File: src/design/cpuPkg.sv
package cpuPkg;

  localparam int xlen = 32;
  localparam int regIndexWidth = 5;
  localparam int imemDepth = 64;
  localparam int dmemDepth = 64;
  localparam int imemAddrWidth = $clog2(imemDepth);
  localparam int dmemAddrWidth = $clog2(dmemDepth);

  // RV32I major opcodes
  localparam logic [6:0] opRType = 7'b0110011;
  localparam logic [6:0] opIType = 7'b0010011;
  localparam logic [6:0] opLoad = 7'b0000011;
  localparam logic [6:0] opStore = 7'b0100011;

  // Main control class handed to ALU control
  typedef enum logic [1:0] {
    aluOpAdd = 2'b00,
    aluOpRegister = 2'b10,
    aluOpImmediate = 2'b11
  } aluOpType;

  typedef enum logic [2:0] {
    aluAdd = 3'd0,
    aluSub = 3'd1,
    aluAnd = 3'd2,
    aluOr = 3'd3,
    aluSlt = 3'd4
  } aluControlType;

  // Same encoding as the reference select lines
  typedef enum logic [1:0] {
    fromRegister = 2'b00,
    fromWriteBack = 2'b01,
    fromMemory = 2'b10
  } forwardType;

  typedef struct packed {
    logic valid;
    logic [xlen-1:0] instruction;
  } ifIdType;

  typedef struct packed {
    logic [xlen-1:0] lhsValue;
    logic [xlen-1:0] rhsValue;
    logic [regIndexWidth-1:0] lhsIndex;
    logic [regIndexWidth-1:0] rhsIndex;
    logic [regIndexWidth-1:0] writeRegisterIndex;
    logic [xlen-1:0] immediate;
    logic [2:0] funct3;
    logic [6:0] funct7;
    aluOpType aluOp;
    logic aluSrc;
    logic memWrite;
    logic memRead;
    logic memToReg;
    logic regWrite;
  } idExType;

  typedef struct packed {
    logic [xlen-1:0] aluResult;
    logic [xlen-1:0] memoryWriteData;
    logic [regIndexWidth-1:0] writeRegisterIndex;
    logic memWrite;
    logic memRead;
    logic memToReg;
    logic regWrite;
  } exMemType;

  typedef struct packed {
    logic [xlen-1:0] memoryData;
    logic [xlen-1:0] executionData;
    logic [regIndexWidth-1:0] writeRegisterIndex;
    logic memToReg;
    logic regWrite;
  } memWbType;

  typedef struct packed {
    logic valid;
    logic [regIndexWidth-1:0] writeRegisterIndex;
    logic [xlen-1:0] data;
  } retireType;

  typedef struct packed {
    logic valid;
    logic [imemAddrWidth-1:0] address;
    logic [xlen-1:0] instruction;
  } loadType;

endpackage

File: src/design/InstructionFetch.sv
`timescale 1ns/1ps

module InstructionFetch (
  input  logic clk,
  input  logic reset,
  input  cpuPkg::loadType load,
  output logic loadReady,
  output cpuPkg::ifIdType fetched
);

  logic [cpuPkg::xlen-1:0] instructionMemory [cpuPkg::imemDepth];
  logic [cpuPkg::imemAddrWidth-1:0] pc;

  // Loading is only open while the core is held in reset
  assign loadReady = reset;

  always_ff @(posedge clk) begin
    if (load.valid && loadReady) begin
      instructionMemory[load.address] <= load.instruction;
    end
  end

  // Output register doubles as the IF/ID barrier
  always_ff @(posedge clk) begin
    if (reset) begin
      pc <= '0;
      fetched <= '0;
    end else begin
      // Word counter, wraps at the end of memory
      pc <= pc + 1'b1;
      fetched.valid <= 1'b1;
      fetched.instruction <= instructionMemory[pc];
    end
  end

endmodule

File: config.mk
export PLATFORM = sky130hd
export DESIGN_NAME = InstructionFetch
export DESIGN_NICKNAME = d
export VERILOG_FILES = /design/src/design/cpuPkg.sv /design/src/design/InstructionFetch.sv
export SDC_FILE = /design/constraint.sdc
export NUM_CORES = 2
export LEC_CHECK = 0
export BUFFER_PORTS_ARGS = -buffer_cell sky130_fd_sc_hd__buf_2
export CORE_ASPECT_RATIO = 0.9
export CORE_MARGIN = 4
export CORE_UTILIZATION = 55
export DETAILED_ROUTE_END_ITERATION = 10
export PLACE_DENSITY = 0.73
export SETUP_SLACK_MARGIN = 0.2
export SLEW_MARGIN = 20
export SYNTH_ARGS = -nofsm -noshare
export SYNTH_HDL_FRONTEND = slang
export SYNTH_SLANG_ARGS = --single-unit
File: constraint.sdc
create_clock -name clk -period 5.9 [get_ports clk]
set_input_delay 1.18 -clock clk [delete_from_list [all_inputs] [get_ports clk]]
set_output_delay 1.18 -clock clk [all_outputs]
set_load 0.02 [all_outputs]
; ---- Word level (Yosys, flattened, before mapping)
; Memories as Yosys holds them, arrays and structs flattened. A register that Yosys moved wholly into a read port is not among the register bits.
; Cells that the tools add are included.
[word_totals]
rom_bits = 0
ram_bits = 2048
memories = 1
latchBits = 0
word_cells = 10
register_bits = 39
[memory_table]
columns = memory, words, width, read_ports, rd_clocked_by_memory_dff, wr, line
row1 = instructionMemory, 64, 32, 1, 1, 1, InstructionFetch.sv:11  ; logic [cpuPkg::xlen-1:0] instructionMemory [cpuPkg::imemDepth];
[op_classes]
shift = 0
add_sub_neg = 1
n_lt_le_gt_ge = 0
n_mul = 0
n_bitwise = 0
n_reduce_logical = 1
n_mux = 4
eq_ne = 0
div_mod_pow = 0
[op_table]
columns = op, count
row1 = $mux W33, 1
row2 = $add A6 B1 Y6 const B, 1
row3 = $mux W6, 1
row4 = $mux W1, 2
row5 = $logic_and A1 B1 Y1, 1

; ---- Longest topological paths before layout
[depth]
ltp_word = 3
ltp_mapped = 9
ltp_nobuf = 5

; ---- Worst setup path before layout
; No wires, ideal clock.
[synth_timing]
kind = input to register
startpoint = in load[36] (netlist name)
endpoint = mem instructionMemory[16][0] (netlist name) (enable)
required_time_ns = 5.479
arrival_time_ns = 3.362
n_path_buf = 2
slack_ns = 2.117
cell_stages = 4
cell_sequence = clkbuf_1 or3b_2 clkbuf_1 nor2_1
[synth_lines]
columns = item, line
row1 = start: declaration, InstructionFetch.sv:6  ; input cpuPkg::loadType load,
row2 = end: declaration, InstructionFetch.sv:11
; No word-level cell before the write port.

==> results.txt <==
- Result of the run: finished, final reports clean
- Synthesis inferred 2087 register bits.
- The final max-slew violation count is 0.
- Top-level port count: 75
* Headroom to the max-slew limit: 19.5%
- Number of post-CTS setup repair buffers: 0
- R2R depth: 5
* Type of element launching the critical path: flip-flop
- The smallest clock period supported by the final layout is computed as 3790 ps.
- The first TritonRoute pass finished after 7 iterations.
- Power spread over the standard cell area amounts to 342 nW/um^2.
- The number of antenna violations at the first check in global routing is 26.
- Reg-to-Reg Start: pc[0]$_SDFF_PP0_
- Gates resized during post-CTS repair numbered 0.
- Buffers on Ports: 74
* Slew of the pin with the lowest slew margin: 1190 ps
- The tightest min-delay check is of the reg -> reg type.
- Based on the critical path, the design can be clocked at up to 264 MHz.
* Share of layout cells above drive strength 1: 25.9%
- Buf/Inv on CP: 1
- Layout filler cell count: 9375
- The final layout contains 3765 nets.
- Share of synthesized registers carrying an async set or reset: 0%
- The setup check on the worst reg-to-reg path leaves a slack of 2110 ps.
- Net count after synthesis: 3560
* GPL Wtd Cong: 0.953
* Routed wire length: 212 mm
- The floorplan has 131 rows.
* Most used DFF post-synth: sky130_fd_sc_hd__edfxtp_1
* Total die area: 150000 um^2
- Pin count of the biggest net entering global routing: 110
* Setup repair after global routing missed its margin: false
- No sink is reached through more buffers than the 3 on the longest clock path.
* Worst path top cell family by delay: compound AO/OA/AOI/OAI gates
* Cell with the most instances after synthesis: sky130_fd_sc_hd__edfxtp_1
- The worst-case IR drop observed on VDD is 0.292 mV.
* Portion of the post-synthesis area used by sequential elements: 78.7%
- CP Data Required Time: 6560 ps
- Core utilization of the finished layout: 62.3%
* # setup viols final: 0
- On the worst path, the slowest cell contributes a delay of 1000 ps.
- The HPWL after detailed placement is 125 mm.
- In this run the most critical hold path is launched from pc[5]$_SDFF_PP0_.
* Setup slack after layout: 2110 ps
- In the routed design, unresolved DRC markers number 0.
- After routing the design area is 88600 um^2.
* Aggregate global routing overflow: 0
- Kind of end point of the critical path: flip-flop
- On the critical path, the stage with the largest delay is an instance of sky130_fd_sc_hd__o41ai_1.
* Placed standard-cell area: 82400 um^2
- In this run, post-CTS hold repair placed 0 buffers.
- In this run the static leakage power is 27.1 nW.
- Main area contributors after synthesis: sky130_fd_sc_hd__edfxtp_1 (78%), sky130_fd_sc_hd__mux4_2 (12%), sky130_fd_sc_hd__mux2i_1 (2.9%)
- Post-synthesis instance total: 3518
* Terminating pin of the worst hold path: pc[5]$_SDFF_PP0_
- TritonCTS clock tree: built
- Post-placement setup slack: 1670 ps
- Critical path data arrival time: 4460 ps
- Netlist area before placement: 79100 um^2
- Number of max-cap violations: 0
- Compared with the post-synthesis result, the final layout area differs by 12.0%.
- Using the TritonRoute via totals, the vias-per-cell ratio works out to 6.84.
* Capture instance of the worst register-to-register path: fetched[7]$_SDFF_PP0_
- The tree is rooted in a sky130_fd_sc_hd__clkbuf_16.
- After clock tree synthesis, the clock-pin slew on the worst setup and hold paths is 70 ps.
* Library cell with the largest summed area after synthesis: sky130_fd_sc_hd__edfxtp_1
- Vias in the first global route: 38000
- Count of warnings emitted by yosys: 0
- In this run the biggest area consumer among cell types represents 77.7% of the synthesized area.
- Total Routing Usage GR: 28.3%
- Core area: 142000 um^2
* Post-synthesis area per instance: 22.5 um^2
- CTS sink cnt: 2087
* Number of unique standard cell types used by synthesis: 51
- After the first detailed-routing iteration, the DRC count stood at 6576.
- Between clock sinks in the finished design, the worst skew comes to 28.1 ps.
- Chip width: 408 um
* Final number of hold-violating endpoints: 0
- The worst hold path passes through 3 cells.
* DR vias: 39400
* Wire length of the first global-routing pass: 297 mm
* Maximum level of the CTS H-tree: 4
- The commonest cells after synthesis are sky130_fd_sc_hd__edfxtp_1 (2048), sky130_fd_sc_hd__mux4_2 (435), sky130_fd_sc_hd__mux2i_1 (230).
* Class of the most critical setup path: reg -> reg
- In this run, synthesis inferred 2048 flip-flops with an integrated enable.
- For the final routed database, the setup TNS stands at 0 ps.
* Clock latency on the worst-skew pair: 830 ps
* Final worst path period share: 64.3%
* DIE HEIGHT: 368 um
- In the final routed layout, each cell accounts on average for 36.7 um.
- Initial standard-cell utilization of the core: 55.6%
- Cell chain of the critical path: buf_4 -> mux4_2 -> mux2i_1 -> o41ai_1 -> a22o_1
- Clock buffers created by TritonCTS: 189
- Along the worst path, the maximum fanout reaches 36.
- The detail route stage leaves a number of antenna-violating nets equal to 0.
[worst reg2reg max path: cells and delay by family, from the launching register on]
family	cells	cell delay (ps)
compound gates	2	1550
buf+inv	1	640
flops	1	850
mux	2	600
[kinds of logic (layout without fill, tap and decap cells)]
logic type | Yosys count | after routing | synth area share [%]
flops | 2087 | 2087 | 78.7
mux | 671 | 671 | 15.4
compound gates | 368 | 368 | 3.35
buf+inv | 198 | 565 | 1.39
simple gates | 189 | 189 | 1.09
xor+xnor | 4 | 4 | 0.0443
fa+ha+maj | 1 | 1 | 0.0158
other cells | 0 | 11 | 0
[power by group]
part / internal (mW) / switching [mW]
combinational: 0.639 / 1.17
clock: 6.69 / 5.39
sequential: 16.3 / 0.0810
total: 23.7 / 6.64
[stage by stage]
step	total power, mW	std cells	hold slack [ps]
4_1_cts	30.4	5741	816
2_1_floorplan	17.7	3518	542
5_1_grt	31.1	5747	872
6_report	30.3	5758	822
3_3_place_gp	18.5	5388	799
3_5_place_dp	18.5	5388	794
[layer usage]
metal / wire length [um] / GRT usage, % / share of wire (%)
met1: 76900 / 40.2 / 36
met2: 98300 / 42.6 / 46
met3: 28300 / 8.59 / 13
met4: 8090 / 9.62 / 3.8
met5: 101 / 0 / 0.048
[area by class of cell]
cell class | instances | area [um^2] | area share (%)
Sequential cell | 2087 | 62300 | 70.3
Multi-Input combinational cell | 1233 | 16300 | 18.3
Clock buffer | 249 | 5110 | 5.76
Tap cell | 1862 | 2330 | 2.63
Timing Repair Buffer | 210 | 1670 | 1.88
Clock inverter | 104 | 935 | 1.05
Antenna cell | 11 | 27.5 | 0.0311
Inverter | 2 | 7.51 | 0.00847
[how the worst max path moves through the flow]
stage,start,endpoint,slack [ps],cells past startpoint
floorplan,load[36],instructionMemory[16][0]$_DFFE_PP_,2120,4
global placement,reset,instructionMemory[54][16]$_DFFE_PP_,1630,5
detailed placement,reset,instructionMemory[54][31]$_DFFE_PP_,1670,5
CTS,pc[0]$_SDFF_PP0_,fetched[12]$_SDFF_PP0_,2160,6
global route,pc[0]$_SDFF_PP0_,fetched[12]$_SDFF_PP0_,2020,6
finish,pc[0]$_SDFF_PP0_,fetched[7]$_SDFF_PP0_,2110,5
[placed cells by master, fill, tap and decap left out, types with 48 or more instances in the layout]
master,netlist,final
sky130_fd_sc_hd__a21oi_1,86,86
sky130_fd_sc_hd__buf_2,71,58
sky130_fd_sc_hd__buf_4,36,135
sky130_fd_sc_hd__clkbuf_1,58,48
sky130_fd_sc_hd__clkbuf_16,0,192
sky130_fd_sc_hd__edfxtp_1,2048,2048
sky130_fd_sc_hd__mux2i_1,230,230
sky130_fd_sc_hd__mux4_2,435,435
sky130_fd_sc_hd__nor2_4,0,65
sky130_fd_sc_hd__o221ai_1,78,78
[sequential cells by signal, indices dropped and copies added (netlist names)]
name,flops
pc,6
instructionMemory,2048
fetched,33
No activity file was read; power rests on OpenSTA's default activity.
