==> src/design/cpuPkg.sv <==
package cpuPkg;

  localparam int xlen = 32;
  localparam int regIndexWidth = 5;
  localparam int imemDepth = 64;
  localparam int dmemDepth = 64;
  localparam int imemAddrWidth = $clog2(imemDepth);
  localparam int dmemAddrWidth = $clog2(dmemDepth);

  // RV32I major opcodes
  localparam logic [6:0] opRType = 7'b0110011;
  localparam logic [6:0] opIType = 7'b0010011;
  localparam logic [6:0] opLoad = 7'b0000011;
  localparam logic [6:0] opStore = 7'b0100011;

  // Main control class handed to ALU control
  typedef enum logic [1:0] {
    aluOpAdd = 2'b00,
    aluOpRegister = 2'b10,
    aluOpImmediate = 2'b11
  } aluOpType;

  typedef enum logic [2:0] {
    aluAdd = 3'd0,
    aluSub = 3'd1,
    aluAnd = 3'd2,
    aluOr = 3'd3,
    aluSlt = 3'd4
  } aluControlType;

  // Same encoding as the reference select lines
  typedef enum logic [1:0] {
    fromRegister = 2'b00,
    fromWriteBack = 2'b01,
    fromMemory = 2'b10
  } forwardType;

  typedef struct packed {
    logic valid;
    logic [xlen-1:0] instruction;
  } ifIdType;

  typedef struct packed {
    logic [xlen-1:0] lhsValue;
    logic [xlen-1:0] rhsValue;
    logic [regIndexWidth-1:0] lhsIndex;
    logic [regIndexWidth-1:0] rhsIndex;
    logic [regIndexWidth-1:0] writeRegisterIndex;
    logic [xlen-1:0] immediate;
    logic [2:0] funct3;
    logic [6:0] funct7;
    aluOpType aluOp;
    logic aluSrc;
    logic memWrite;
    logic memRead;
    logic memToReg;
    logic regWrite;
  } idExType;

  typedef struct packed {
    logic [xlen-1:0] aluResult;
    logic [xlen-1:0] memoryWriteData;
    logic [regIndexWidth-1:0] writeRegisterIndex;
    logic memWrite;
    logic memRead;
    logic memToReg;
    logic regWrite;
  } exMemType;

  typedef struct packed {
    logic [xlen-1:0] memoryData;
    logic [xlen-1:0] executionData;
    logic [regIndexWidth-1:0] writeRegisterIndex;
    logic memToReg;
    logic regWrite;
  } memWbType;

  typedef struct packed {
    logic valid;
    logic [regIndexWidth-1:0] writeRegisterIndex;
    logic [xlen-1:0] data;
  } retireType;

  typedef struct packed {
    logic valid;
    logic [imemAddrWidth-1:0] address;
    logic [xlen-1:0] instruction;
  } loadType;

endpackage

==> src/design/Decode.sv <==
`timescale 1ns/1ps

module Decode (
  input  cpuPkg::ifIdType fetched,
  input  logic [cpuPkg::xlen-1:0] lhsValue,
  input  logic [cpuPkg::xlen-1:0] rhsValue,
  output cpuPkg::idExType decoded
);

  logic [cpuPkg::xlen-1:0] instruction;
  logic [6:0] opcode;
  logic [cpuPkg::xlen-1:0] immediateI;
  logic [cpuPkg::xlen-1:0] immediateS;

  assign instruction = fetched.instruction;
  assign opcode = instruction[6:0];

  // Sign-extended immediates for both formats
  assign immediateI = {{20{instruction[31]}}, instruction[31:20]};
  assign immediateS = {{20{instruction[31]}}, instruction[31:25], instruction[11:7]};

  always_comb begin
    decoded = '0;
    decoded.lhsValue = lhsValue;
    decoded.rhsValue = rhsValue;
    decoded.lhsIndex = instruction[19:15];
    decoded.rhsIndex = instruction[24:20];
    decoded.writeRegisterIndex = instruction[11:7];
    decoded.funct3 = instruction[14:12];
    decoded.funct7 = instruction[31:25];
    decoded.immediate = (opcode == cpuPkg::opStore) ? immediateS : immediateI;
    decoded.aluOp = cpuPkg::aluOpAdd;

    // Bubbles and unknown opcodes keep every control bit low
    if (fetched.valid) begin
      case (opcode)
        cpuPkg::opRType: begin
          decoded.aluOp = cpuPkg::aluOpRegister;
          decoded.regWrite = 1'b1;
        end
        cpuPkg::opIType: begin
          decoded.aluOp = cpuPkg::aluOpImmediate;
          decoded.aluSrc = 1'b1;
          decoded.regWrite = 1'b1;
        end
        cpuPkg::opLoad: begin
          decoded.aluSrc = 1'b1;
          decoded.memRead = 1'b1;
          decoded.memToReg = 1'b1;
          decoded.regWrite = 1'b1;
        end
        cpuPkg::opStore: begin
          decoded.aluSrc = 1'b1;
          decoded.memWrite = 1'b1;
        end
        default: begin
          decoded.regWrite = 1'b0;
        end
      endcase
    end
  end

endmodule

==> config.mk <==
export PLATFORM = sky130hd
export DESIGN_NAME = Decode
export DESIGN_NICKNAME = d
export VERILOG_FILES = /design/src/design/cpuPkg.sv /design/src/design/Decode.sv
export SDC_FILE = /design/constraint.sdc
export NUM_CORES = 1
export LEC_CHECK = 0
export BUFFER_PORTS_ARGS = -buffer_cell sky130_fd_sc_hd__buf_4
export CAP_MARGIN = 20
export CORE_AREA = 3 3 86 88
export DETAILED_ROUTE_END_ITERATION = 12
export DIE_AREA = 0 0 89 91
export GPL_ROUTABILITY_DRIVEN = 0
export PLACE_DENSITY_LB_ADDON = 0.25
export SYNTH_ARGS = -nofsm -noshare
export SYNTH_HDL_FRONTEND = slang
export SYNTH_SLANG_ARGS = --single-unit
==> constraint.sdc <==
create_clock -name vclk -period 1.71
set_input_delay 0.342 -clock vclk [all_inputs]
set_output_delay 0.342 -clock vclk [all_outputs]
set_load 0.1 [all_outputs]
# Word-level counts from Yosys, hierarchy flattened
# Cells that the tools add are included.
[totals] ff_bits=0 in_bits=97 output_inout_bits=128 word_cells=13
[op_classes] n_eq_ne=4 muxes=7 reduce_logical=2
[op_table] operator="$eq 7x6->1 const B" n=2
[op_table] operator="$eq 7x2->1 const B" n=1
[op_table] operator="$eq 7x5->1 const B" n=1
[op_table] operator="$mux 7" n=1
[op_table] operator="$reduce_or 3->1" n=2
[op_table] operator="$mux 5" n=1
[op_table] operator="$pmux 2 s2" n=1
[op_table] operator="$mux 1" n=3
[op_table] operator="$mux 2" n=1

# Logic depth before layout (Yosys ltp)
# Gate-level depths: netlist (run 1).
[depth] depth_word=4 mapped_depth=4 depth_no_buf=3

# Worst setup path after synthesis (run 1)
# OpenSTA, ideal clock, no wires.
[synth_timing] path_kind="input -> output" start="in fetched[6] (netlist name)" end="out decoded[2] (netlist name)" arrival_ps=3486 t_required_ps=1368 slack_ps=-2118 cell_stages=4 path_buffers=1 path_cell_list="nor4b_1 -> nand3_1 -> nor3_1 -> buf_4"
[synth_rtl] item="from (decl)" line_no="Decode.sv:4" text="input cpuPkg::ifIdType fetched,"
[synth_rtl] item="to (decl)" line_no="Decode.sv:7" text="output cpuPkg::idExType decoded"

==> flow_metrics.tcl, run 1 <==
set metrics [dict create \
    outcome "finished, violations left" \
    violations "setup timing" \
    setup_ws_ns -0.1235 \
    grt_pass1_wl_um 3001 \
    synth_compound_area_share_pct 0.9709 \
    holdBufCountCts 0 \
    ant_nets 0 \
    globalRouteTotalUtil_pct 4.914 \
    vdd_drop_max_mv 0.07338 \
    synthXorXnorAreaFrac_pct 0 \
    synth_area_leaders "buf_4 (85%), mux2_1 (3.3%), nand4b_4 (2.3%), nor4b_4 (2.3%), mux2_2 (2.2%)" \
    vias 458 \
    slew_violations 0 \
    synthCells 133 \
    syn2layout_area_growth_pct -13.11 \
    grt_max_degree 23 \
    crit_cells 5 \
    io_pins 225 \
    min_period_ns 1.834 \
    max_freq_mhz 545.4 \
    post_drt_wl_per_cell_um 16.82 \
    routed_wl_um 2388 \
    leakagePower_nw 0.3887 \
    synth_top_family_by_area "buffers and inverters" \
    dieWidth_um 89 \
    holdPathStages 0 \
    synth_adder_area_share_pct 0 \
    die_h_um 91 \
    design_power_total_mw 0.2899 \
    seqCellArea_um2 0 \
    critPathCaptureType "output pin" \
    viasPerCell 3.225 \
    setup_viol 12 \
    cp_cell_sequence "buf_8, nor4b_4, nand4b_4, mux2_4, buf_12" \
    yosys.area_share.simple_pct 8.010 \
    synth_area_mm2 0.001031 \
    critPathLaunchType "input port" \
    nFlopsAndLatches 0 \
    critPathSlowestCell "mux2_4" \
    drive_above_1_share_pct 98.39 \
    cp_max_fo 5 \
    slew_headroom_pct 81.16 \
    antenna_found_initial 0 \
    synthMuxAreaShare_pct 5.461 \
    final_hold_viol_count 0 \
    nFillCells 737 \
    worstHoldStart "lhsValue[12]" \
    ys_seq_area_share_pct 0 \
    min_to "decoded[108]" \
    multi_input_area_um2 259.0 \
    cap_violations 0 \
    drt-initial-drc-count 1 \
    synth_top_area_share_pct 85.19 \
    path_buf_inv 2 \
    place_ws_ns -0.2293 \
    rows 30 \
    grt_overflow_total 0 \
    avgSynthCellArea_um2 7.752 \
    path_class "in2out" \
    postSynthNetCount 230 \
    power_density_mw_per_mm2 323.6 \
    core-area_mm2 0.006719 \
    arrival_ns 1.49 \
    hold_path_class "in2out" \
    yosysUniqueCellTypes 12 \
    cp_data_required_time_ns 1.37 \
    fp.dieArea_mm2 0.008099 \
    drc_errors 0 \
    worst_pin_slew_ns 0.2850 \
    dr.pass1.iters 2 \
    final_net_count 161 \
    grt_pass1_vias 496 \
    yosys.area.top_type "buf_4" \
    cp_top_family "simple AND/OR/NAND/NOR gates" \
    final.clkbuf_count 0 \
    ys_warn_count 0 \
    start_util_pct 15.34 \
    cp_slowest_stage_delay_ns 0.36 \
    dp_hpwl_um 2078 \
    fin_crit_sh_pct 107.2 \
    portBuffers 40 \
    rsz0062_at_grt "true" \
    antenna_cells 0 \
    holdWs_ns 0.6840 \
]
## worst max-delay path by stage
stage,to,slack (ns),start
2_1_floorplan,decoded[2],-0.61,fetched[6]
3_3_place_gp,decoded[18],-0.21,fetched[4]
3_5_place_dp,decoded[20],-0.23,fetched[4]
4_1_cts,decoded[20],-0.16,fetched[2]
5_1_grt,decoded[17],-0.19,fetched[4]
6_report,decoded[17],-0.12,fetched[4]
## Yosys cell counts
master    instances
buf_4           117
mux2_1            3
a21oi_1           2
mux2_2            2
nor3_1            2
inv_1             1
nand3_1           1
nand4b_4          1
nor2_1            1
nor3b_1           1
nor4b_1           1
nor4b_4           1
## what timing repair did
item | 4_1_cts | 5_1_grt
cloned | 0 | 0
buffers inserted | 0 | 3
gates resized for setup | 37 | 12
pin swaps | 4 | 4
endpoints found under the setup margin | 12 | 12
## cells by family after synthesis
family	after synthesis
muxes	5
AOI/OAI and AO/OA	2
buffers and inverters	118
and+or+nand+nor	8
## cell usage in the layout, fill, tap and decap left out
cell / count
buf_4: 27
buf_12: 12
mux2_4: 5
buf_6: 4
buf_8: 3
nor4b_4: 2
a21oi_4: 2
nor3_4: 2
inv_1: 1
nand3_4: 1
nor3b_4: 1
nand4b_4: 1
nor2_4: 1
## per-layer routing
metal  vias to the layer above  wire length, µm  GRT usage [%]
li1                        157                -              -
met1                       179              389          1.840
met2                        87             1126          8.292
met3                        35              647          5.717
met4                         0              224          4.963
met5                         -                0              0
## power by group
part	switching [mW]	internal [mW]	leakage, nW
registers	0	0	0
logic	0.193	0.0973	0.389
clock network	0	0	0
## cell type report
type,instances,area share [%]
Timing Repair Buffer,46,59.50
Tap cell,80,11.17
Inverter,1,0.4190
Multi-Input combinational cell,15,28.91
## through the flow
stage          std cells  setup TNS (ns)  instance area [µm²]  util, %
6_report             142          -1.019                895.9    13.33
5_1_grt              142          -1.607                895.9    13.33
4_1_cts              139          -1.054                819.5    12.20
3_5_place_dp         139          -1.945                665.6    9.907
3_3_place_gp         139          -1.619                665.6    9.907
2_1_floorplan        133          -2.448                 1134        -
Power figures use the tool's default switching activity.
==> inputs of run 2 (changes only) <==
--- a/config.mk
+++ b/config.mk
@@ -11,6 +11,7 @@
 export DETAILED_ROUTE_END_ITERATION = 12
 export DIE_AREA = 0 0 89 91
 export GPL_ROUTABILITY_DRIVEN = 0
+export MAX_ROUTING_LAYER = met4
 export PLACE_DENSITY_LB_ADDON = 0.25
 export SYNTH_ARGS = -nofsm -noshare
 export SYNTH_HDL_FRONTEND = slang
==> flow_metrics.tcl, run 2 (synthesis results as in run 1) <==
set metrics [dict create \
    outcome "finished, violations left" \
    violations "setup timing" \
    dp_hpwl_um 2078 \
    leakagePower_nw 0.3887 \
    final.clkbuf_count 0 \
    syn2layout_area_growth_pct -13.11 \
    grt_max_degree 23 \
    setup_ws_ns -0.1235 \
    place_area_um2 665.6 \
    grt_pass1_vias 496 \
    vdd_drop_max_mv 0.07338 \
    routed_wl_um 2388 \
    seqCellArea_um2 0 \
    multi_input_area_um2 259.0 \
    cp_max_fo 5 \
    dr.pass1.iters 2 \
    final_cell_count_no_fill 142 \
    drive_above_1_share_pct 98.39 \
    tns_ns -1.019 \
    setup_viol 12 \
    power_density_mw_per_mm2 323.6 \
    rsz0062_at_grt "true" \
    final_cell_mix "buf_4 (27), buf_12 (12), mux2_4 (5)" \
    path_class "in2out" \
    die_h_um 91 \
    design_area_um2 895.9 \
    antenna_found_initial 0 \
    vias 458 \
    slew_headroom_pct 81.16 \
    post_drt_wl_per_cell_um 16.82 \
    drt-initial-drc-count 1 \
    rows 30 \
    dp.cells 139 \
    portBuffers 40 \
    antenna_cells 0 \
    critPathCaptureType "output pin" \
    final_hold_viol_count 0 \
    design_power_total_mw 0.2899 \
    max_freq_mhz 545.4 \
    cp_data_required_time_ns 1.37 \
    ant_nets 0 \
    grt_overflow_total 0 \
    core-area_mm2 0.006719 \
    arrival_ns 1.49 \
    final_net_count 161 \
    holdBufCountCts 0 \
    viasPerCell 3.225 \
    mostFrequentLayoutCell "buf_4" \
    worst_pin_slew_ns 0.2850 \
    nFillCells 737 \
    cp-startpoint "fetched[4]" \
    io_pins 225 \
    grt_pass1_wl_um 3001 \
    critPathLaunchType "input port" \
    min_period_ns 1.834 \
    cap_violations 0 \
    dieWidth_um 89 \
    fin_crit_sh_pct 107.2 \
    nFlopsAndLatches 0 \
    hold_path_class "in2out" \
    globalRouteTotalUtil_pct 5.045 \
    worstHoldStart "lhsValue[12]" \
    fp.dieArea_mm2 0.008099 \
    drc_errors 0 \
    slew_violations 0 \
    start_util_pct 15.34 \
]
-- run 2: metrics by stage --
| stage | worst slack [ns] | util [%] | hold WS (ns) |
|---|---|---|---|
| 2_1_floorplan | -0.6081 | - | 0.7931 |
| 3_3_place_gp | -0.2061 | 9.907 | 0.6847 |
| 3_5_place_dp | -0.2293 | 9.907 | 0.6847 |
| 4_1_cts | -0.1561 | 12.20 | 0.6847 |
| 5_1_grt | -0.1906 | 13.33 | 0.6841 |
| 6_report | -0.1235 | 13.33 | 0.6840 |
-- run 2: path summary, 6_finish.rpt --
kind / end / slack [ns] / cells after the start
setup / recovery: decoded[17] / -0.12 / 5
hold / removal: decoded[108] / 0.68 / 0
-- run 2: what timing repair did --
item,CTS,global route
pin swaps,4,4
setup endpoints to repair,12,12
resized for setup,37,12
buffers inserted,0,3
gates cloned,0,0
-- run 2: where the power goes --
part           switching (mW)  total, mW  internal, mW
Combinational           0.193      0.290        0.0973
Sequential                  0          0             0
Clock                       0          0             0
Total                   0.193      0.290        0.0973
-- run 2: final cells by class --
type / instances / area share (%)
inverter: 1 / 0.4190
tap: 80 / 11.17
timing repair buffer: 46 / 59.50
multi-input combinational: 15 / 28.91
-- run 2: routing by layer --
metal | vias up | routed length, µm | GRT usage [%]
met5 | - | 0 | -
met4 | 0 | 223 | 4.963
met3 | 35 | 649 | 5.717
met2 | 87 | 1126 | 8.292
met1 | 179 | 389 | 1.840
li1 | 157 | - | -
-- run 2: critical path, stage by stage --
cell      delay, ns
buf_8          0.10
nor4b_4        0.31
nand4b_4       0.21
mux2_4         0.36
buf_12         0.17
